### src/include/mm_sched_cfg.svh
// ------------------------------
// Array geometry and counter sizes of the scheduler
// Included by the package and by every RTL module
// ------------------------------
`ifndef MM_SCHED_CFG_SVH
`define MM_SCHED_CFG_SVH

// Engine rows and columns
`define MMS_ARRAY_H 4
`define MMS_ARRAY_W 4

// Pipeline registers inside each FMA
`define MMS_PIPE_REGS 2

// Tile depth is rows times pipe registers plus one
`define MMS_DEPTH ((`MMS_ARRAY_H * `MMS_PIPE_REGS) + `MMS_ARRAY_H)

// Width of every iteration counter
`define MMS_ITER_W 16

`endif

### src/hdl/mm_sched_pkg.sv
// ------------------------------
// Types shared by the scheduler blocks and the testbench
// ------------------------------
`include "mm_sched_cfg.svh"

package mm_sched_pkg;

  typedef enum logic [1:0] {
    IDLE,
    PRELOAD,
    LOAD_W,
    WAIT
  } sched_state_e;

  // Job configuration, stable while a job runs
  typedef struct packed {
    logic [`MMS_ITER_W-1:0] x_col_iters;
    logic [`MMS_ITER_W-1:0] x_row_iters;
    logic [`MMS_ITER_W-1:0] w_col_iters;
    logic [`MMS_ITER_W-1:0] w_row_iters;
    logic [7:0]             x_height_lo;
    logic [7:0]             x_width_lo;
    logic [7:0]             w_height_lo;
    logic [7:0]             w_width_lo;
    logic                   y_needed;
  } iter_cfg_t;

  // Status flags coming back from the X and Z buffers
  typedef struct packed {
    logic x_full;
    logic x_empty;
    logic z_empty;
    logic z_loaded;
  } buf_flags_t;

  typedef struct packed {
    logic       load;
    logic       h_shift;
    logic       rst_w_index;
    logic       pad_setup;
    logic       last_x;
    logic [7:0] height;
    logic [7:0] slots;
    logic [7:0] width;
  } x_ctrl_t;

  typedef struct packed {
    logic                   load;
    logic                   shift;
    logic [7:0]             height;
    logic [7:0]             width;
    logic [`MMS_ARRAY_H-1:0] zero_set;
  } w_ctrl_t;

  typedef struct packed {
    logic       y_valid;
    logic       ready;
    logic       y_push_enable;
    logic       fill;
    logic       first_load;
    logic [7:0] y_width;
    logic [7:0] y_height;
    logic [7:0] z_width;
    logic [7:0] z_height;
  } z_ctrl_t;

endpackage

### src/hdl/x_iter_ctrl.sv
// ------------------------------
// X tile iteration, reload and horizontal shift control
// ------------------------------
`include "mm_sched_cfg.svh"

module x_iter_ctrl
  import mm_sched_pkg::*;
(
  input  logic         clk_i,
  input  logic         rst_ni,
  input  logic         clear_i,
  input  logic         start_i,
  input  iter_cfg_t    cfg_i,
  input  buf_flags_t   flags_i,
  input  logic         x_valid_i,
  input  sched_state_e state_i,
  input  logic         stall_i,
  output x_ctrl_t      x_ctrl_o,
  output logic         x_refill_due_o,
  output logic         x_shift_end_o
);

  localparam int unsigned ShiftW = $clog2(`MMS_ARRAY_H);

  logic [`MMS_ITER_W-1:0] cols_q, witer_q, rows_q;
  logic                   cols_last, witer_last, rows_last;
  logic                   cols_en, witer_en, rows_en, done_en;
  logic                   x_done_q;
  logic [ShiftW-1:0]      shift_q;
  logic                   shift_en, shift_end;
  logic                   start, reload_q, reload_en, reload_rst;
  logic                   empty_full_q, refill_q;
  logic [7:0]             height_lo_up;

  assign cols_last  = cols_q == cfg_i.x_col_iters - 1'b1;
  assign witer_last = witer_q == cfg_i.w_col_iters - 1'b1;
  assign rows_last  = rows_q == cfg_i.x_row_iters - 1'b1;

  // The empty flag is a single-cycle pulse, so it steps the column count directly
  assign cols_en  = flags_i.x_empty && !x_done_q;
  assign witer_en = cols_en && cols_last;
  assign rows_en  = witer_en && witer_last;
  assign done_en  = rows_en && rows_last;

  assign start     = (state_i == IDLE) && start_i;
  assign shift_en  = (state_i == LOAD_W) && !stall_i;
  assign shift_end = shift_q == ShiftW'(`MMS_ARRAY_H - 1);

  // A reload is requested on start, after each consumed tile, or when the
  // buffer drained while it still reported full
  assign reload_en  = start || flags_i.x_empty || (empty_full_q && !flags_i.x_full);
  assign reload_rst = flags_i.x_full && !reload_en;

  always_ff @(posedge clk_i or negedge rst_ni) begin
    if (!rst_ni) begin
      cols_q       <= '0;
      witer_q      <= '0;
      rows_q       <= '0;
      x_done_q     <= 1'b0;
      shift_q      <= '0;
      reload_q     <= 1'b0;
      empty_full_q <= 1'b0;
      refill_q     <= 1'b0;
    end else if (clear_i) begin
      cols_q       <= '0;
      witer_q      <= '0;
      rows_q       <= '0;
      x_done_q     <= 1'b0;
      shift_q      <= '0;
      reload_q     <= 1'b0;
      empty_full_q <= 1'b0;
      refill_q     <= 1'b0;
    end else begin
      if (cols_en) begin
        cols_q <= cols_last ? '0 : cols_q + 1'b1;
      end
      if (witer_en) begin
        witer_q <= witer_last ? '0 : witer_q + 1'b1;
      end
      if (rows_en) begin
        rows_q <= rows_q + 1'b1;
      end
      if (done_en) begin
        x_done_q <= 1'b1;
      end
      if (shift_en) begin
        shift_q <= shift_end ? '0 : shift_q + 1'b1;
      end
      if (reload_rst) begin
        reload_q <= 1'b0;
      end else if (reload_en) begin
        reload_q <= 1'b1;
      end
      if (!flags_i.x_full) begin
        empty_full_q <= 1'b0;
      end else if (flags_i.x_empty) begin
        empty_full_q <= 1'b1;
      end
      if (x_ctrl_o.rst_w_index) begin
        refill_q <= 1'b0;
      end else if (flags_i.x_empty) begin
        refill_q <= 1'b1;
      end
    end
  end

  // Slots are counted in whole groups of ARRAY_H rows
  assign height_lo_up = (cfg_i.x_height_lo + 8'(`MMS_ARRAY_H - 1)) & ~8'(`MMS_ARRAY_H - 1);

  assign x_ctrl_o.load        = (reload_q || start) && !reload_rst && x_valid_i;
  assign x_ctrl_o.h_shift     = shift_en;
  assign x_ctrl_o.rst_w_index = shift_en && shift_end && flags_i.x_full;
  assign x_ctrl_o.pad_setup   = (state_i == PRELOAD) && flags_i.x_full &&
                                (!cfg_i.y_needed || flags_i.z_loaded);
  assign x_ctrl_o.last_x      = done_en;
  assign x_ctrl_o.height      = (cols_last && cfg_i.x_height_lo != '0) ?
                                cfg_i.x_height_lo : 8'(`MMS_DEPTH);
  assign x_ctrl_o.slots       = (cols_last && cfg_i.x_height_lo != '0) ?
                                height_lo_up : 8'(`MMS_DEPTH);
  assign x_ctrl_o.width       = (rows_last && cfg_i.x_width_lo != '0) ?
                                cfg_i.x_width_lo : 8'(`MMS_ARRAY_W);

  assign x_refill_due_o = refill_q && shift_end && !x_done_q;
  assign x_shift_end_o  = shift_end;

endmodule

### src/hdl/w_iter_ctrl.sv
// ------------------------------
// W row, column and matrix iteration with zero padding at the end
// ------------------------------
`include "mm_sched_cfg.svh"

module w_iter_ctrl
  import mm_sched_pkg::*;
(
  input  logic         clk_i,
  input  logic         rst_ni,
  input  logic         clear_i,
  input  iter_cfg_t    cfg_i,
  input  logic         w_valid_i,
  input  sched_state_e state_i,
  input  logic         stall_i,
  output w_ctrl_t      w_ctrl_o,
  output logic         w_done_o,
  output logic         w_col_wrap_o
);

  localparam int unsigned ZeroW = $clog2(`MMS_ARRAY_H) + 1;

  logic [`MMS_ITER_W-1:0] rows_q, cols_q, mats_q;
  logic                   rows_last, cols_last, mats_last;
  logic                   rows_en, cols_en, mats_en;
  logic                   w_done_q;
  logic [ZeroW-1:0]       zero_q;
  logic [`MMS_ITER_W:0]   rows_ahead;

  assign rows_last = rows_q == cfg_i.w_row_iters - 1'b1;
  assign cols_last = cols_q == cfg_i.w_col_iters - 1'b1;
  assign mats_last = mats_q == cfg_i.x_row_iters - 1'b1;

  assign rows_en = (state_i == LOAD_W) && w_valid_i && !stall_i && !w_done_q;
  assign cols_en = rows_en && rows_last;
  assign mats_en = cols_en && cols_last;

  always_ff @(posedge clk_i or negedge rst_ni) begin
    if (!rst_ni) begin
      rows_q   <= '0;
      cols_q   <= '0;
      mats_q   <= '0;
      w_done_q <= 1'b0;
      zero_q   <= '0;
    end else if (clear_i) begin
      rows_q   <= '0;
      cols_q   <= '0;
      mats_q   <= '0;
      w_done_q <= 1'b0;
      zero_q   <= '0;
    end else begin
      if (rows_en) begin
        rows_q <= rows_last ? '0 : rows_q + 1'b1;
      end
      if (cols_en) begin
        cols_q <= cols_last ? '0 : cols_q + 1'b1;
      end
      if (mats_en) begin
        mats_q   <= mats_q + 1'b1;
        w_done_q <= mats_last;
      end
      // Once all weights are in, one more row is zeroed per LOAD_W cycle
      if (w_done_q && state_i == LOAD_W && zero_q != ZeroW'(`MMS_ARRAY_H)) begin
        zero_q <= zero_q + 1'b1;
      end
    end
  end

  // The leftover height applies to the last PIPE_REGS+1 rows of a column
  assign rows_ahead = {1'b0, rows_q} + (`MMS_ITER_W + 1)'(`MMS_PIPE_REGS + 1);

  assign w_ctrl_o.height = (rows_ahead >= {1'b0, cfg_i.w_row_iters} && cfg_i.w_height_lo != '0) ?
                           cfg_i.w_height_lo : 8'(`MMS_ARRAY_H);
  assign w_ctrl_o.width  = (cols_last && cfg_i.w_width_lo != '0) ?
                           cfg_i.w_width_lo : 8'(`MMS_DEPTH);
  assign w_ctrl_o.load   = (state_i == LOAD_W) && !stall_i && !w_done_q;
  assign w_ctrl_o.shift  = (state_i == LOAD_W || state_i == WAIT) && !stall_i;

  always_comb begin
    w_ctrl_o.zero_set = '0;
    for (int unsigned i = 0; i < `MMS_ARRAY_H; i++) begin
      w_ctrl_o.zero_set[i] = w_done_q && (zero_q > ZeroW'(i));
    end
  end

  assign w_done_o     = w_done_q;
  assign w_col_wrap_o = cols_en;

endmodule

### src/hdl/z_iter_ctrl.sv
// ------------------------------
// Y/Z tile iteration with the Z wait, Z availability and Y push counters
// ------------------------------
`include "mm_sched_cfg.svh"

module z_iter_ctrl
  import mm_sched_pkg::*;
(
  input  logic       clk_i,
  input  logic       rst_ni,
  input  logic       clear_i,
  input  iter_cfg_t  cfg_i,
  input  buf_flags_t flags_i,
  input  logic       y_valid_i,
  input  logic       z_ready_i,
  input  logic       stall_i,
  input  logic       start_compute_i,
  input  logic       reg_enable_i,
  input  logic       w_col_wrap_i,
  input  logic       w_done_i,
  output z_ctrl_t    z_ctrl_o,
  output logic       y_check_due_o,
  output logic       z_avail_clr_o,
  output logic       pushing_y_o
);

  localparam int unsigned WaitW = $clog2(`MMS_PIPE_REGS + 1);

  logic [`MMS_ITER_W-1:0] cols_q, rows_q;
  logic                   cols_last, rows_last;
  logic [WaitW-1:0]       wait_q;
  logic                   wait_en_q, wait_step, wait_clr;
  logic [7:0]             avail_q, push_q;
  logic                   avail_en_q, avail_clr;
  logic                   push_en_q, push_set, push_clr;
  logic                   pushing_q;
  logic [7:0]             y_width, y_height, z_width_q, z_height_q;

  assign cols_last = cols_q == cfg_i.w_col_iters - 1'b1;
  assign rows_last = rows_q == cfg_i.w_row_iters - 1'b1;

  assign wait_step = wait_en_q && !stall_i;
  assign wait_clr  = wait_step && wait_q == WaitW'(`MMS_PIPE_REGS);
  assign avail_clr = avail_en_q && !stall_i && avail_q == z_height_q - 1'b1;
  assign push_clr  = push_en_q && !stall_i && push_q == y_height - 1'b1;

  // The next Y tile starts entering one cycle before the current wait expires
  assign push_set  = (wait_step && wait_q == WaitW'(`MMS_PIPE_REGS - 1)) || start_compute_i;

  always_ff @(posedge clk_i or negedge rst_ni) begin
    if (!rst_ni) begin
      cols_q     <= '0;
      rows_q     <= '0;
      wait_en_q  <= 1'b0;
      wait_q     <= '0;
      avail_en_q <= 1'b0;
      avail_q    <= '0;
      push_en_q  <= 1'b0;
      push_q     <= '0;
      pushing_q  <= 1'b0;
      z_width_q  <= '0;
      z_height_q <= '0;
    end else if (clear_i) begin
      cols_q     <= '0;
      rows_q     <= '0;
      wait_en_q  <= 1'b0;
      wait_q     <= '0;
      avail_en_q <= 1'b0;
      avail_q    <= '0;
      push_en_q  <= 1'b0;
      push_q     <= '0;
      pushing_q  <= 1'b0;
      z_width_q  <= '0;
      z_height_q <= '0;
    end else begin
      if (flags_i.z_empty) begin
        cols_q <= cols_last ? '0 : cols_q + 1'b1;
        if (cols_last) begin
          rows_q <= rows_last ? '0 : rows_q + 1'b1;
        end
      end
      if (wait_clr) begin
        wait_en_q <= 1'b0;
      end else if (w_col_wrap_i) begin
        wait_en_q <= 1'b1;
      end
      if (wait_step) begin
        wait_q <= wait_clr ? '0 : wait_q + 1'b1;
      end
      if (avail_clr) begin
        avail_en_q <= 1'b0;
      end else if (wait_clr) begin
        avail_en_q <= 1'b1;
      end
      if (avail_en_q && !stall_i) begin
        avail_q <= avail_clr ? '0 : avail_q + 1'b1;
      end
      if (push_clr) begin
        push_en_q <= 1'b0;
      end else if (push_set) begin
        push_en_q <= 1'b1;
      end
      if (push_en_q && !stall_i) begin
        push_q <= push_clr ? '0 : push_q + 1'b1;
      end
      pushing_q <= push_en_q;
      if (flags_i.z_empty || start_compute_i) begin
        z_width_q  <= y_width;
        z_height_q <= y_height;
      end
    end
  end

  assign y_width  = (rows_last && cfg_i.w_height_lo != '0) ? cfg_i.w_height_lo : 8'(`MMS_ARRAY_W);
  assign y_height = (cols_last && cfg_i.w_width_lo != '0) ? cfg_i.w_width_lo : 8'(`MMS_DEPTH);

  assign z_ctrl_o.y_valid       = y_valid_i;
  assign z_ctrl_o.ready         = z_ready_i;
  assign z_ctrl_o.y_push_enable = push_en_q && !stall_i;
  assign z_ctrl_o.fill          = avail_en_q && reg_enable_i;
  assign z_ctrl_o.first_load    = cols_q == '0 && rows_q == '0;
  assign z_ctrl_o.y_width       = y_width;
  assign z_ctrl_o.y_height      = y_height;
  assign z_ctrl_o.z_width       = z_width_q;
  assign z_ctrl_o.z_height      = z_height_q;

  assign y_check_due_o = wait_q == WaitW'(`MMS_PIPE_REGS) && !w_done_i;
  assign z_avail_clr_o = avail_clr;
  assign pushing_y_o   = pushing_q;

endmodule

### src/hdl/sched_fsm.sv
// ------------------------------
// Scheduler FSM with the stall checks and the engine enables
// ------------------------------
`include "mm_sched_cfg.svh"

module sched_fsm
  import mm_sched_pkg::*;
(
  input  logic         clk_i,
  input  logic         rst_ni,
  input  logic         clear_i,
  input  logic         start_i,
  input  iter_cfg_t    cfg_i,
  input  buf_flags_t   flags_i,
  input  logic         w_valid_i,
  input  logic         x_refill_due_i,
  input  logic         x_shift_end_i,
  input  logic         w_done_i,
  input  logic         y_check_due_i,
  input  logic         z_avail_clr_i,
  input  logic         pushing_y_i,
  output sched_state_e state_o,
  output logic         stall_o,
  output logic         start_compute_o,
  output logic         reg_enable_o,
  output logic         accumulate_o,
  output logic         w_loaded_o,
  output logic         busy_o
);

  localparam int unsigned WaitW = $clog2(`MMS_PIPE_REGS + 1);

  sched_state_e     state_q, state_d;
  logic [WaitW-1:0] wait_q;
  logic             wait_end;
  logic             first_load_q, computing_q, reg_enable_q;
  logic             stall, preload_ok;

  // Weights, the next X tile and the next Y tile are checked only while loading W
  assign stall = (state_q == LOAD_W) && (
                   (!w_valid_i && !w_done_i) ||
                   (x_refill_due_i && x_shift_end_i && !flags_i.x_full) ||
                   (y_check_due_i && !flags_i.z_loaded));

  assign preload_ok = flags_i.x_full && (!cfg_i.y_needed || flags_i.z_loaded);
  assign wait_end   = wait_q == WaitW'(`MMS_PIPE_REGS);

  always_comb begin
    state_d = state_q;
    unique case (state_q)
      IDLE: begin
        if (start_i) begin
          state_d = PRELOAD;
        end
      end
      PRELOAD: begin
        if (preload_ok) begin
          state_d = LOAD_W;
        end
      end
      LOAD_W: begin
        if (w_done_i && z_avail_clr_i) begin
          state_d = IDLE;
        end else if (!stall) begin
          state_d = WAIT;
        end
      end
      WAIT: begin
        if (wait_end) begin
          state_d = LOAD_W;
        end
      end
      default: state_d = IDLE;
    endcase
  end

  always_ff @(posedge clk_i or negedge rst_ni) begin
    if (!rst_ni) begin
      state_q      <= IDLE;
      wait_q       <= '0;
      first_load_q <= 1'b1;
      computing_q  <= 1'b0;
      reg_enable_q <= 1'b0;
    end else if (clear_i) begin
      state_q      <= IDLE;
      wait_q       <= '0;
      first_load_q <= 1'b1;
      computing_q  <= 1'b0;
      reg_enable_q <= 1'b0;
    end else begin
      state_q      <= state_d;
      reg_enable_q <= computing_q && !stall;
      if (state_q == WAIT) begin
        wait_q <= wait_end ? '0 : wait_q + 1'b1;
      end
      // A new job re-arms the first load
      if (state_q == IDLE) begin
        first_load_q <= 1'b1;
      end else if (state_q == LOAD_W && !stall) begin
        first_load_q <= 1'b0;
      end
      if (state_q == PRELOAD && state_d == LOAD_W) begin
        computing_q <= 1'b1;
      end else if (state_d == IDLE) begin
        computing_q <= 1'b0;
      end
    end
  end

  assign state_o         = state_q;
  assign stall_o         = stall;
  assign start_compute_o = first_load_q && state_d == LOAD_W && !stall;
  assign reg_enable_o    = reg_enable_q;
  assign accumulate_o    = !pushing_y_i;
  assign w_loaded_o      = (state_q == LOAD_W) && !stall;
  assign busy_o          = state_q != IDLE;

endmodule

### src/hdl/mm_scheduler.sv
// ------------------------------
// Top of the matrix-multiply scheduler; pulse clear_i between jobs
// ------------------------------
module mm_scheduler
  import mm_sched_pkg::*;
(
  input  logic       clk_i,
  input  logic       rst_ni,
  input  logic       clear_i,
  input  logic       start_i,
  input  iter_cfg_t  cfg_i,
  input  buf_flags_t flags_i,
  input  logic       x_valid_i,
  input  logic       w_valid_i,
  input  logic       y_valid_i,
  input  logic       z_ready_i,
  output x_ctrl_t    x_ctrl_o,
  output w_ctrl_t    w_ctrl_o,
  output z_ctrl_t    z_ctrl_o,
  output logic       reg_enable_o,
  output logic       accumulate_o,
  output logic       w_loaded_o,
  output logic       busy_o
);

  sched_state_e state;
  logic         stall, start_compute;
  logic         x_refill_due, x_shift_end;
  logic         w_done, w_col_wrap;
  logic         y_check_due, z_avail_clr, pushing_y;

  sched_fsm sched_fsm_i (
    .clk_i           (clk_i),
    .rst_ni          (rst_ni),
    .clear_i         (clear_i),
    .start_i         (start_i),
    .cfg_i           (cfg_i),
    .flags_i         (flags_i),
    .w_valid_i       (w_valid_i),
    .x_refill_due_i  (x_refill_due),
    .x_shift_end_i   (x_shift_end),
    .w_done_i        (w_done),
    .y_check_due_i   (y_check_due),
    .z_avail_clr_i   (z_avail_clr),
    .pushing_y_i     (pushing_y),
    .state_o         (state),
    .stall_o         (stall),
    .start_compute_o (start_compute),
    .reg_enable_o    (reg_enable_o),
    .accumulate_o    (accumulate_o),
    .w_loaded_o      (w_loaded_o),
    .busy_o          (busy_o)
  );

  x_iter_ctrl x_iter_ctrl_i (
    .clk_i          (clk_i),
    .rst_ni         (rst_ni),
    .clear_i        (clear_i),
    .start_i        (start_i),
    .cfg_i          (cfg_i),
    .flags_i        (flags_i),
    .x_valid_i      (x_valid_i),
    .state_i        (state),
    .stall_i        (stall),
    .x_ctrl_o       (x_ctrl_o),
    .x_refill_due_o (x_refill_due),
    .x_shift_end_o  (x_shift_end)
  );

  w_iter_ctrl w_iter_ctrl_i (
    .clk_i        (clk_i),
    .rst_ni       (rst_ni),
    .clear_i      (clear_i),
    .cfg_i        (cfg_i),
    .w_valid_i    (w_valid_i),
    .state_i      (state),
    .stall_i      (stall),
    .w_ctrl_o     (w_ctrl_o),
    .w_done_o     (w_done),
    .w_col_wrap_o (w_col_wrap)
  );

  z_iter_ctrl z_iter_ctrl_i (
    .clk_i           (clk_i),
    .rst_ni          (rst_ni),
    .clear_i         (clear_i),
    .cfg_i           (cfg_i),
    .flags_i         (flags_i),
    .y_valid_i       (y_valid_i),
    .z_ready_i       (z_ready_i),
    .stall_i         (stall),
    .start_compute_i (start_compute),
    .reg_enable_i    (reg_enable_o),
    .w_col_wrap_i    (w_col_wrap),
    .w_done_i        (w_done),
    .z_ctrl_o        (z_ctrl_o),
    .y_check_due_o   (y_check_due),
    .z_avail_clr_o   (z_avail_clr),
    .pushing_y_o     (pushing_y)
  );

endmodule

### config.mk
export PLATFORM = sky130hd
export DESIGN_NAME = mm_scheduler
export DESIGN_NICKNAME = d
export VERILOG_FILES = /design/src/hdl/mm_sched_pkg.sv /design/src/hdl/x_iter_ctrl.sv /design/src/hdl/w_iter_ctrl.sv /design/src/hdl/z_iter_ctrl.sv /design/src/hdl/sched_fsm.sv /design/src/hdl/mm_scheduler.sv
export VERILOG_INCLUDE_DIRS = /design/src /design/src/include
export SDC_FILE = /design/constraint.sdc
export NUM_CORES = 1
export LEC_CHECK = 0
export BUFFER_PORTS_ARGS = -buffer_cell sky130_fd_sc_hd__buf_2
export CAP_MARGIN = 20
export CORE_AREA = 2 2 185 187
export DETAILED_ROUTE_END_ITERATION = 12
export DIE_AREA = 0 0 187 189
export PLACE_DENSITY = 0.6
export SETUP_SLACK_MARGIN = 0.2
export SYNTH_ARGS = -nofsm -noshare
export SYNTH_HDL_FRONTEND = slang
export SYNTH_SLANG_ARGS = --single-unit
### constraint.sdc
create_clock -name clk_i -period 6.52 [get_ports clk_i]
set_input_delay 0.978 -clock clk_i [delete_from_list [all_inputs] [get_ports clk_i]]
set_output_delay 0.978 -clock clk_i [all_outputs]
set_load 0.005 [all_outputs]
---- After elaboration in Yosys (flattened, before gate mapping) ----
Index checks and enable logic that the tools add are counted.
word-level totals
  bits in registers ....................... 183
  input port bits ......................... 109
  output and inout bits ................... 92
  word-level logic and storage cells ...... 271
operators by class
  $add $sub $neg .......................... 22
  magnitude comparators ................... 5
  eq/ne operators ......................... 20
  mux-type cells .......................... 87
  reductions and logical operators ........ 108
operator list
  kind                   number
  $mux 16                23
  $mux 8                 17
  $add 16x1->16 const B  8
  $eq 16x16->1           8
  $sub 16x1->16 const B  4
  $logic_and 1x1->1      56
  $reduce_bool 2->1      17
  $logic_not 16->1       2
  $reduce_bool 8->1      4
  $mux 2                 15
  $mux 1                 29
  $reduce_bool 3->1      7
  $add 16x2->17 const B  1
  $ge 17x16->1           1
  $add 8x1->8 const B    2
  $eq 8x8->1             2
  $sub 8x1->8 const B    2
  $eq 2x2->1 const B     6
  $logic_not 1->1        10
  $logic_or 1x1->1       9
  $add 8x2->8 const B    1
  $pmux 2 s4             1
  $add 2x1->2 const B    3
  $gt 3x1->1 const B     2
  7 further kinds        12

---- Longest topological paths before layout ----
Gate-level depths: netlist of the first run.
  word-level depth ........................ 21
  depth in mapped cells ................... 22
  gate-level depth less buffers ........... 18

---- Modules after synthesis ----
Synthesis of the first run repeated with hierarchy kept, for this count alone.
second synthesis, totals
  cell total of the unflattened synthesis .. 2010
  area total of the unflattened synthesis .. 16163.0 µm²
modules (own cells, without submodules)
  module       instances  cells an instance  area an instance (µm²)  seq. area each (µm²)
  w_iter_ctrl  1          702                5472.7                  1301.2
  x_iter_ctrl  1          653                5163.7                  1351.3
  z_iter_ctrl  1          610                5102.4                  1751.7
  sched_fsm    1          45                 424.2                   176.4

---- Least setup slack after synthesis of the first run ----
No wires, ideal clock.
  kind .................................... in2reg
  start point ............................. in cfg_i[49] (netlist bit)
  end point ............................... reg z_iter_ctrl_i.push_q[6]
  data arrival time ....................... 5.107 ns
  data required time ...................... 6.433 ns
  setup slack ............................. 1.326 ns
  stages on the path ...................... 22
  path buffers ............................ 4
  cell sequence ........................... clkbuf_1 > inv_1 > ha_1 > or4b_1 > buf_2 > o41ai_1 > o41a_1 > nand4_1 > nor2_1 > and3_1 > clkbuf_1 > clkbuf_1 > nand2_1 > ha_1 > xor2_1 > and3_1 > o21ai_0 > o41ai_1 > a31o_2 > a31oi_1 > a211oi_2 > a211oi_2
between the ends
  word-level cells in the longest chain between the ends .. 10
RTL lines
  element                 line                text
  start: declaration      mm_scheduler.sv:11  input iter_cfg_t cfg_i,
  $sub 16x1->16           z_iter_ctrl.sv:39   assign cols_last = cols_q == cfg_i.w_col_iters - 1'b1;
  $eq 16x16->1            z_iter_ctrl.sv:39
  $logic_and 1x1->1       z_iter_ctrl.sv:115  assign y_height = (cols_last && cfg_i.w_width_lo != '0) ? cfg_i.w_width_lo : 8'(`MMS_DEPTH);
  $mux 8                  z_iter_ctrl.sv:115
  $sub 8x1->8             z_iter_ctrl.sv:45   assign push_clr = push_en_q && !stall_i && push_q == y_height - 1'b1;
  $eq 8x8->1              z_iter_ctrl.sv:45
  $logic_and 1x1->1       z_iter_ctrl.sv:45
  $mux 8                  z_iter_ctrl.sv:104  push_q <= push_clr ? '0 : push_q + 1'b1;
  $mux 8                  z_iter_ctrl.sv:103  if (push_en_q && !stall_i) begin
  $mux 8                  z_iter_ctrl.sv:63   end else if (clear_i) begin
  end signal: assignment  z_iter_ctrl.sv:104
  end: declaration        z_iter_ctrl.sv:33   logic [7:0] avail_q, push_q;
Every way passes these cells. The select of a mux whose other input is x is not followed.
A chain may end at the register's enable or synchronous reset.

==> results.yml, run 1 <==
power:
  p_switching_mw: 0.751
  p_comb_share_pct: 14.0
  leakagePower_nw: 7.47
  ir_drop_v: 0.000167
  pwr-share-seq_pct: 45.1
  power_frac_clock_pct: 41.0
  swShare_pct: 29.1
  power.internal_mw: 1.83
  power_density_nw_per_um2: 155
sta:
  worstMarginPinSlew_ns: 0.933
  fin_worst_skew_ns: 0.0124
  setup_viol: 0
  fin_crit_ns: 5.53
  fin_crit_sh_pct: 84.9
  fmax_ghz: 0.181
  hold_violations: 0
  rsz0062_at_grt: "false"
  tns_ns: 0
  relSlewSlack_pct: 37.7
  fin_ws_ns: 0.985
  slew_viol_final: 0
hold_path:
  hold_path_depth: 2
  worstHoldStart: "z_iter_ctrl_i.z_width_q[2]"
  hold_class: "reg2reg"
  holdPathEnd: "z_iter_ctrl_i.z_width_q[2]"
layout:
  multiInputGateArea_sq_um: 9600
  ff_latch_area_sq_um: 4580
  nNetsFinal: 2064
  drive_gt1_share_pct: 14.6
  area_growth_pct: 12.7
  fill_cells: 3211
grt:
  overflow: 0
  grtUsageMet1_pct: 33.7
  met3_usage_pct: 4.34
  grt_usage_pct: 23.7
  grt_max_degree: 76
  grtUsageMet2_pct: 37.0
  antenna_found_initial: 4
  first_global_vias: 12800
  busiest_layer: "met2"
  grt_pass1_wl_microns: 68200
placed_design:
  dpl_worst_slack_ns: 0.894
  portBuffers: 194
  gp_congestion: 0.898
  post-dp-hpwl_microns: 31500
synthesis:
  yosysTopAreaCell: "dfrtp_1"
  yosysSeqAreaShare_pct: 30.9
  synth-seq-cells: 183
  synthCells: 1782
  syn_area_per_cell_sq_um: 8.31
  yosysWarnings: 0
  ys.flop_type: "dfrtp_1"
  async_reset_ff_share_pct: 100
  synth.area.top_cells: "dfrtp_1 31%, xnor2_1 8.0%, xor2_1 5.4%"
  synth_cell_type_count: 83
  synth_top_area_share_pct: 30.8
  syn_area_sq_um: 14800
  synth_enable_flop_cells: 0
route:
  drtIter0Drc: 904
  route.detailed.wl_per_inst_microns: 17.6
  routed-via-count: 13500
  wirelength_microns: 41800
  drc_errors: 0
  drtPass1Iterations: 5
  detail-route-antenna-nets: 0
  vias_per_cell: 5.70
cts:
  cts-root-buf: "clkbuf_16"
  cts_made_buffers: 17
  clk_pin_slew_ns: 0.07
  cts_hold_buf: 0
  clock_sinks: 183
  clock_path_buffers: 2
  clock_latency_ns: 0.46
  ctsHtreeMaxLevel: 4
  post_cts.repair.setup_buffers: 0
  cts_resized: 0
  cts_tree: "built"
worst_setup_path:
  crit_arrival_ns: 4.56
  slowest_stage: "or4_1"
  rr_startpoint: "z_iter_ctrl_i.z_height_q[0]"
  cp_cell_sequence: "buf_2, inv_1, ha_1, or4b_1, nor4_1, xnor2_1, xnor2_1, or3_1, or4_1, nor2_1, and2_1, buf_2"
  critPathMaxFanout: 11
  r2r_end: "z_iter_ctrl_i.z_width_q[3]"
  critPathMaxStageDelay_ns: 0.74
  r2r_slack_ns: 2.03
  end_kind: "output port"
  cp-start-kind: "input pin"
  criticalPathCategory: "in2out"
  required_ns: 5.54
  crit_family: "simple AND/OR/NAND/NOR gates"
  worst-r2r-cell-count: 11
  worst-path-buf-inv: 3
die:
  chipHeight_microns: 189
  io_pins: 201
  die_x_microns: 187
  core_area_sq_um: 33300
  start_util_pct: 44.5
  die_area_sq_um: 35300
  rows: 67
job:
  drv_cap: 0
status:
  status: "finished, final reports clean"
[sequential cells by signal, summed over array words and instances (netlist names), 2 cells and up]
| name | flops |
|---|---|
| x_iter_ctrl_i.witer_q | 16 |
| z_iter_ctrl_i.avail_q | 8 |
| sched_fsm_i.state_o | 2 |
| z_iter_ctrl_i.wait_q | 2 |
| z_iter_ctrl_i.rows_q | 16 |
| z_iter_ctrl_i.push_q | 8 |
| sched_fsm_i.wait_q | 2 |
| z_iter_ctrl_i.z_height_q | 8 |
| w_iter_ctrl_i.zero_q | 3 |
| w_iter_ctrl_i.cols_q | 16 |
| x_iter_ctrl_i.shift_q | 2 |
| x_iter_ctrl_i.cols_q | 16 |
| w_iter_ctrl_i.mats_q | 16 |
| x_iter_ctrl_i.rows_q | 16 |
| z_iter_ctrl_i.z_width_q | 8 |
| z_iter_ctrl_i.cols_q | 16 |
| w_iter_ctrl_i.rows_q | 16 |
[how the worst max path moves through the flow]
stage | from | end | slack (ns) | cells past startpoint
finish | cfg_i[49] | x_ctrl_o[24] | 0.99 | 12
global route | cfg_i[49] | x_ctrl_o[24] | 0.72 | 12
CTS | cfg_i[49] | x_ctrl_o[24] | 0.98 | 12
detailed placement | cfg_i[49] | z_iter_ctrl_i.push_q[2] | 0.89 | 19
global placement | cfg_i[49] | x_ctrl_o[24] | 1.03 | 12
floorplan | cfg_i[49] | z_iter_ctrl_i.push_q[6] | 1.33 | 22
[area by class of cell]
class,count,share of cell area [%]
clock buffer,17,2.55
sequential,183,27.5
tap,448,3.36
clock inverter,15,0.960
timing repair buffer,211,6.65
multi-input combinational,1438,57.6
antenna,2,0.0300
inverter,63,1.42
[synth_stat cells, drive strengths merged, types with 48 or more instances]
cell    number
dfrtp      182
nand2      138
nor2       136
xnor2      135
o21ai      105
xor2        91
a21oi       85
clkbuf      76
and3        68
nor3        65
inv         63
nand3       60
nand4       48
[cell usage in the layout, fill, tap and decap left out, types with 6 or more instances in the layout]
| cell | count |
|---|---|
| a21o_1 | 29 |
| a21oi_1 | 85 |
| a22o_1 | 27 |
| a31oi_1 | 11 |
| and2_1 | 41 |
| and3_1 | 68 |
| buf_2 | 192 |
| buf_4 | 17 |
| clkbuf_16 | 17 |
| dfrtp_1 | 182 |
| ha_1 | 41 |
| inv_1 | 63 |
| inv_6 | 6 |
| mux2i_1 | 13 |
| nand2_1 | 138 |
| nand2b_1 | 17 |
| nand3_1 | 60 |
| nand3b_1 | 17 |
| nand4_1 | 48 |
| nor2_1 | 133 |
| nor2b_1 | 33 |
| nor3_1 | 62 |
| nor3b_1 | 23 |
| nor4_1 | 42 |
| nor4b_1 | 9 |
| o211ai_1 | 8 |
| o21a_1 | 7 |
| o21ai_0 | 104 |
| o31ai_1 | 13 |
| or2_2 | 12 |
| or3_1 | 31 |
| or4_1 | 23 |
| xnor2_1 | 135 |
| xnor3_1 | 15 |
| xor2_1 | 91 |
[stage by stage]
step | cell area, sq um | power (mW) | utilization (%) | std cells | hold slack (ns)
2_1_floorplan | 14800 | 1.40 | - | 1783 | 0.467
3_3_place_gp | 16100 | 1.54 | 48.3 | 2342 | 0.462
3_5_place_dp | 16100 | 1.54 | 48.3 | 2342 | 0.482
4_1_cts | 16700 | 2.61 | 50.1 | 2374 | 0.500
5_1_grt | 16700 | 2.69 | 50.1 | 2376 | 0.517
6_report | 16700 | 2.58 | 50.1 | 2377 | 0.491
[metal layers]
metal / vias to the layer above / wire length (microns) / share of wire (%)
met4: 4 / 717 / 1.7
met3: 43 / 2070 / 5.0
met1: 6524 / 20100 / 48
li1: 6644 / - / -
met2: 328 / 18900 / 45
met5: - / 30 / 0.072
[worst min-delay path, delay by kind of cell (launching register included)]
family | cells | cell delay (ns)
flops | 1 | 0.35
compound gates | 1 | 0.06
simple gates | 1 | 0.04
[cells by family (layout without fill, tap and decap cells)]
family                   after synthesis  count (layout)  share of synthesized area (%)
AO/OA/AOI/OAI                        339             339                           14.6
flip-flops                           183             183                           30.9
buffers and inverters                162             306                           4.34
multiplexers                          16              16                           1.11
adder cells (fa/ha/maj)               41              41                           3.47
XOR/XNOR                             242             242                           15.8
other                                  1               4                         0.0253
AND/OR/NAND/NOR                      798             798                           29.7
[power groups by stage]
stage / sequential [mW] / clock (mW) / combinational, mW
finish: 1.16 / 1.06 / 0.360
global route: 1.17 / 1.13 / 0.402
CTS: 1.16 / 1.08 / 0.362
detailed placement: 1.18 / 0 / 0.360
global placement: 1.18 / 0 / 0.355
floorplan: 1.18 / 0 / 0.220
No activity file was read; power rests on OpenSTA's default activity.
==> inputs of run 2 (changes only) <==
==> constraint.sdc (replaced) <==
create_clock -name clk_i -period 5.72 [get_ports clk_i]
set_input_delay 0.858 -clock clk_i [delete_from_list [all_inputs] [get_ports clk_i]]
set_output_delay 0.858 -clock clk_i [all_outputs]
set_load 0.005 [all_outputs]
==> results.yml, run 2 (synthesis results as in run 1) <==
status:
  status: "finished, final reports clean"
grt:
  grt_max_degree: 79
  antenna_found_initial: 4
  grt_pass1_wl_microns: 67800
  overflow: 0
  grt_usage_pct: 23.4
  first_global_vias: 12900
hold_path:
  hold_class: "in2async"
die:
  start_util_pct: 44.5
  die_area_sq_um: 35300
  chipHeight_microns: 189
  core_area_sq_um: 33300
  io_pins: 201
  die_x_microns: 187
  rows: 67
power:
  total_power_mw: 2.94
  leakagePower_nw: 7.49
  power_frac_clock_pct: 40.9
  power_density_nw_per_um2: 176
  ir_drop_v: 0.000205
  p_switching_mw: 0.850
  pwr-share-seq_pct: 45.2
  power.internal_mw: 2.09
  swShare_pct: 29.0
  p_comb_share_pct: 13.9
worst_setup_path:
  cp-start-kind: "input pin"
  critPathMaxFanout: 8
  criticalPathCategory: "in2out"
  crit_arrival_ns: 4.34
  worst-r2r-cell-count: 12
  required_ns: 4.86
  endpoint: "x_ctrl_o[24]"
  end_kind: "output port"
  rr_startpoint: "z_iter_ctrl_i.z_height_q[0]"
  r2r_end: "z_iter_ctrl_i.z_width_q[4]"
  crit_path_start: "cfg_i[49]"
  r2r_slack_ns: 1.45
route:
  drtIter0Drc: 1020
  drc_errors: 0
  drtPass1Iterations: 5
  route.detailed.wl_per_inst_microns: 17.4
  wirelength_microns: 41500
  vias_per_cell: 5.67
  detail-route-antenna-nets: 0
  routed-via-count: 13500
cts:
  cts_made_buffers: 17
  ctsHtreeMaxLevel: 4
  clock_sinks: 183
  clock_path_buffers: 2
  cts_hold_buf: 0
  cts_tree: "built"
  post_cts.repair.setup_buffers: 0
  clk_pin_slew_ns: 0.07
  clock_latency_ns: 0.45
  cts_resized: 0
  cts-root-buf: "clkbuf_16"
layout:
  layout_commonest_cell: "buf_2"
  fin_util_pct: 50.3
  drive_gt1_share_pct: 14.8
  nNetsFinal: 2070
  area_growth_pct: 13.0
  final_cell_mix: "193 x buf_2, 182 x dfrtp_1, 138 x nand2_1"
sta:
  hold_violations: 0
  fin_ws_ns: 0.518
  fmax_ghz: 0.192
  setup_viol: 0
  fin_worst_skew_ns: 0.0212
  fin_crit_ns: 5.20
  tns_ns: 0
  fin_crit_sh_pct: 90.9
  relSlewSlack_pct: 41.1
  rsz0062_at_grt: "false"
  worstMarginPinSlew_ns: 0.883
  slew_viol_final: 0
placed_design:
  post-dp-hpwl_microns: 31500
  portBuffers: 194
  dpl_worst_slack_ns: 0.264
  gp_congestion: 0.905
job:
  drv_cap: 0
[run 2: power by group through the flow]
stage	sequential [mW]	clock [mW]	combinational, mW
finish	1.33	1.20	0.409
global route	1.33	1.29	0.458
CTS	1.33	1.23	0.412
detailed placement	1.35	0	0.410
global placement	1.35	0	0.405
floorplan	1.34	0	0.251
[run 2: critical path, cell delays in order]
cell     delay, ns
buf_2         0.15
inv_1         0.07
ha_1          0.24
or4b_1        0.66
nor4_1        0.52
xnor2_1       0.16
xnor2_1       0.14
or3_1         0.34
or4_1         0.59
nor2_1        0.30
and2_1        0.19
buf_2         0.12
[run 2: metal layers]
| metal | part of all wire (%) | track usage (%) | up-vias |
|---|---|---|---|
| met2 | 45 | 37.2 | 316 |
| met5 | 0.051 | 0 | - |
| met1 | 49 | 33.6 | 6502 |
| li1 | - | - | 6650 |
| met3 | 5.0 | 4.00 | 37 |
| met4 | 1.3 | 4.95 | 4 |
[run 2: per-stage QoR]
stage	hold slack (ns)	area, sq um	std cells
after floorplan	0.467	14800	1783
after global placement	0.463	16100	2348
after detailed placement	0.477	16100	2348
after CTS	0.430	16700	2380
after global routing	0.438	16700	2382
final	0.389	16700	2383
[run 2: worst min path at each step]
stage | start | end | depth (start not counted)
floorplan | sched_fsm_i.first_load_q | sched_fsm_i.first_load_q | 2
global placement | z_iter_ctrl_i.z_width_q[2] | z_iter_ctrl_i.z_width_q[2] | 2
detailed placement | z_iter_ctrl_i.z_width_q[2] | z_iter_ctrl_i.z_width_q[2] | 2
CTS | rst_ni | z_iter_ctrl_i.z_width_q[3] | 1
global route | rst_ni | z_iter_ctrl_i.z_width_q[4] | 1
finish | rst_ni | z_iter_ctrl_i.z_width_q[4] | 1
[run 2: layout make-up]
class                   instances  area (sq um)
fillers                      3229         16600
multi-input cells            1438          9600
flip-flops and latches        183          4580
repair buffers                217          1150
well taps                     448           561
clock buffers                  17           425
inverters                      63           236
clock inverters                15           163
diodes                          2          5.00
==> inputs of run 3 (changes only) <==
--- a/config.mk
+++ b/config.mk
@@ -8,9 +8,9 @@
 export LEC_CHECK = 0
 export BUFFER_PORTS_ARGS = -buffer_cell sky130_fd_sc_hd__buf_2
 export CAP_MARGIN = 20
-export CORE_AREA = 2 2 185 187
+export CORE_AREA = 2 2 166 208
 export DETAILED_ROUTE_END_ITERATION = 12
-export DIE_AREA = 0 0 187 189
+export DIE_AREA = 0 0 168 210
 export PLACE_DENSITY = 0.6
 export SETUP_SLACK_MARGIN = 0.2
 export SYNTH_ARGS = -nofsm -noshare
==> results.yml, run 3 (synthesis results as in run 1) <==
status:
  status: "finished, final reports clean"
hold_path:
  hold_class: "reg2reg"
sta:
  fin_crit_ns: 5.13
  fin_crit_sh_pct: 89.6
  rsz0062_at_grt: "false"
  fin_worst_skew_ns: 0.0164
  relSlewSlack_pct: 30.4
  worst_hold_slack_ns: 0.492
  slew_viol_final: 0
  tns_ns: 0
  hold_violations: 0
  worstMarginPinSlew_ns: 1.04
  fmax_ghz: 0.195
  setup_viol: 0
die:
  die_area_sq_um: 35300
  start_util_pct: 44.4
  rows: 75
  core_area_sq_um: 33300
  chipHeight_microns: 210
  io_pins: 201
  die_x_microns: 168
power:
  p_switching_mw: 0.839
  power.internal_mw: 2.17
  power_density_nw_per_um2: 180
  ir_drop_v: 0.000135
  leakagePower_nw: 7.50
  pwr-share-seq_pct: 44.1
  swShare_pct: 27.9
  power_frac_clock_pct: 42.3
  p_comb_share_pct: 13.6
grt:
  first_global_vias: 12800
  grt_pass1_wl_microns: 67600
  overflow: 0
  grt_max_degree: 107
  grt_usage_pct: 23.7
  antenna_found_initial: 5
layout:
  area_growth_pct: 12.9
  final_cell_mix: "193 x buf_2, 182 x dfrtp_1, 138 x nand2_1"
  fill_cells: 3187
  fin_cells: 2359
  layout_commonest_cell: "buf_2"
  drive_gt1_share_pct: 14.7
  nNetsFinal: 2069
  ff_latch_area_sq_um: 4580
  multiInputGateArea_sq_um: 9600
cts:
  cts_resized: 0
  clock_latency_ns: 0.45
  clock_path_buffers: 2
  cts_tree: "built"
  ctsHtreeMaxLevel: 4
  clk_pin_slew_ns: 0.07
  clock_sinks: 183
  cts_made_buffers: 17
  post_cts.repair.setup_buffers: 0
  cts_hold_buf: 0
  cts-root-buf: "clkbuf_16"
route:
  wl_met3_microns: 1440
  routed-via-count: 13500
  wirelength_microns: 42000
  drt-met1-wl_microns: 18300
  drtPass1Iterations: 5
  highest_layer: "met5"
  detail-route-antenna-nets: 0
  vias_per_cell: 5.73
  drtIter0Drc: 719
  route.detailed.wl_per_inst_microns: 17.8
  drc_errors: 0
  wl_met2_microns: 21100
placed_design:
  gp_congestion: 0.904
  post-dp-hpwl_microns: 32000
  placed_cells: 2323
  portBuffers: 194
worst_setup_path:
  criticalPathCategory: "in2out"
  crit_arrival_ns: 4.27
  end_kind: "output port"
  cp-start-kind: "input pin"
  critPathMaxFanout: 8
  r2r_slack_ns: 1.45
  required_ns: 4.86
job:
  drv_cap: 0
## run 3: path summary, 6_finish.rpt
| check | from | endpoint | cells past startpoint |
|---|---|---|---|
| max | cfg_i[49] | x_ctrl_o[24] | 12 |
| max reg2reg | z_iter_ctrl_i.z_height_q[0] | z_iter_ctrl_i.z_height_q[3] | 11 |
| min in group asynchronous | rst_ni | sched_fsm_i.computing_q | 1 |
| max in group asynchronous | rst_ni | x_iter_ctrl_i.cols_q[0] | 2 |
| min reg2reg | z_iter_ctrl_i.z_width_q[2] | z_iter_ctrl_i.z_width_q[2] | 2 |
| min | z_iter_ctrl_i.z_width_q[2] | z_iter_ctrl_i.z_width_q[2] | 2 |
## run 3: metrics by stage
stage	power, mW	setup slack, ns	instance area, sq um	util [%]
finish	3.01	0.593	16700	50.2
global route	3.14	0.373	16700	50.2
CTS	3.04	0.582	16700	50.2
detailed placement	1.76	0.331	16100	48.3
global placement	1.76	0.491	16100	48.3
floorplan	1.59	0.646	14800	-
## run 3: layout make-up
| type | instances | area share [%] |
|---|---|---|
| multi-input cells | 1438 | 57.4 |
| flip-flops and latches | 183 | 27.4 |
| repair buffers | 216 | 6.85 |
| well taps | 423 | 3.17 |
| clock buffers | 19 | 2.59 |
| inverters | 63 | 1.41 |
| clock inverters | 13 | 1.09 |
| diodes | 4 | 0.0599 |
## run 3: worst max-delay path: stages
cell and delay, ns:
buf_2 0.15, inv_1 0.07, ha_1 0.25, or4b_1 0.67, nor4_1 0.53, xnor2_1 0.16, xnor2_1 0.15, or3_1 0.34
or4_1 0.57, nor2_1 0.23, and2_1 0.17, buf_2 0.12
## run 3: power groups by stage
stage	Combinational, mW	Sequential, mW	Clock [mW]
2_1_floorplan	0.251	1.34	0
3_3_place_gp	0.407	1.35	0
3_5_place_dp	0.413	1.35	0
4_1_cts	0.415	1.33	1.30
5_1_grt	0.459	1.33	1.35
6_report	0.410	1.33	1.27
## run 3: routing by layer
metal	GRT usage, %	up-vias
li1	-	6637
met5	0	-
met3	3.23	73
met2	40.8	277
met1	30.5	6536
met4	8.85	4
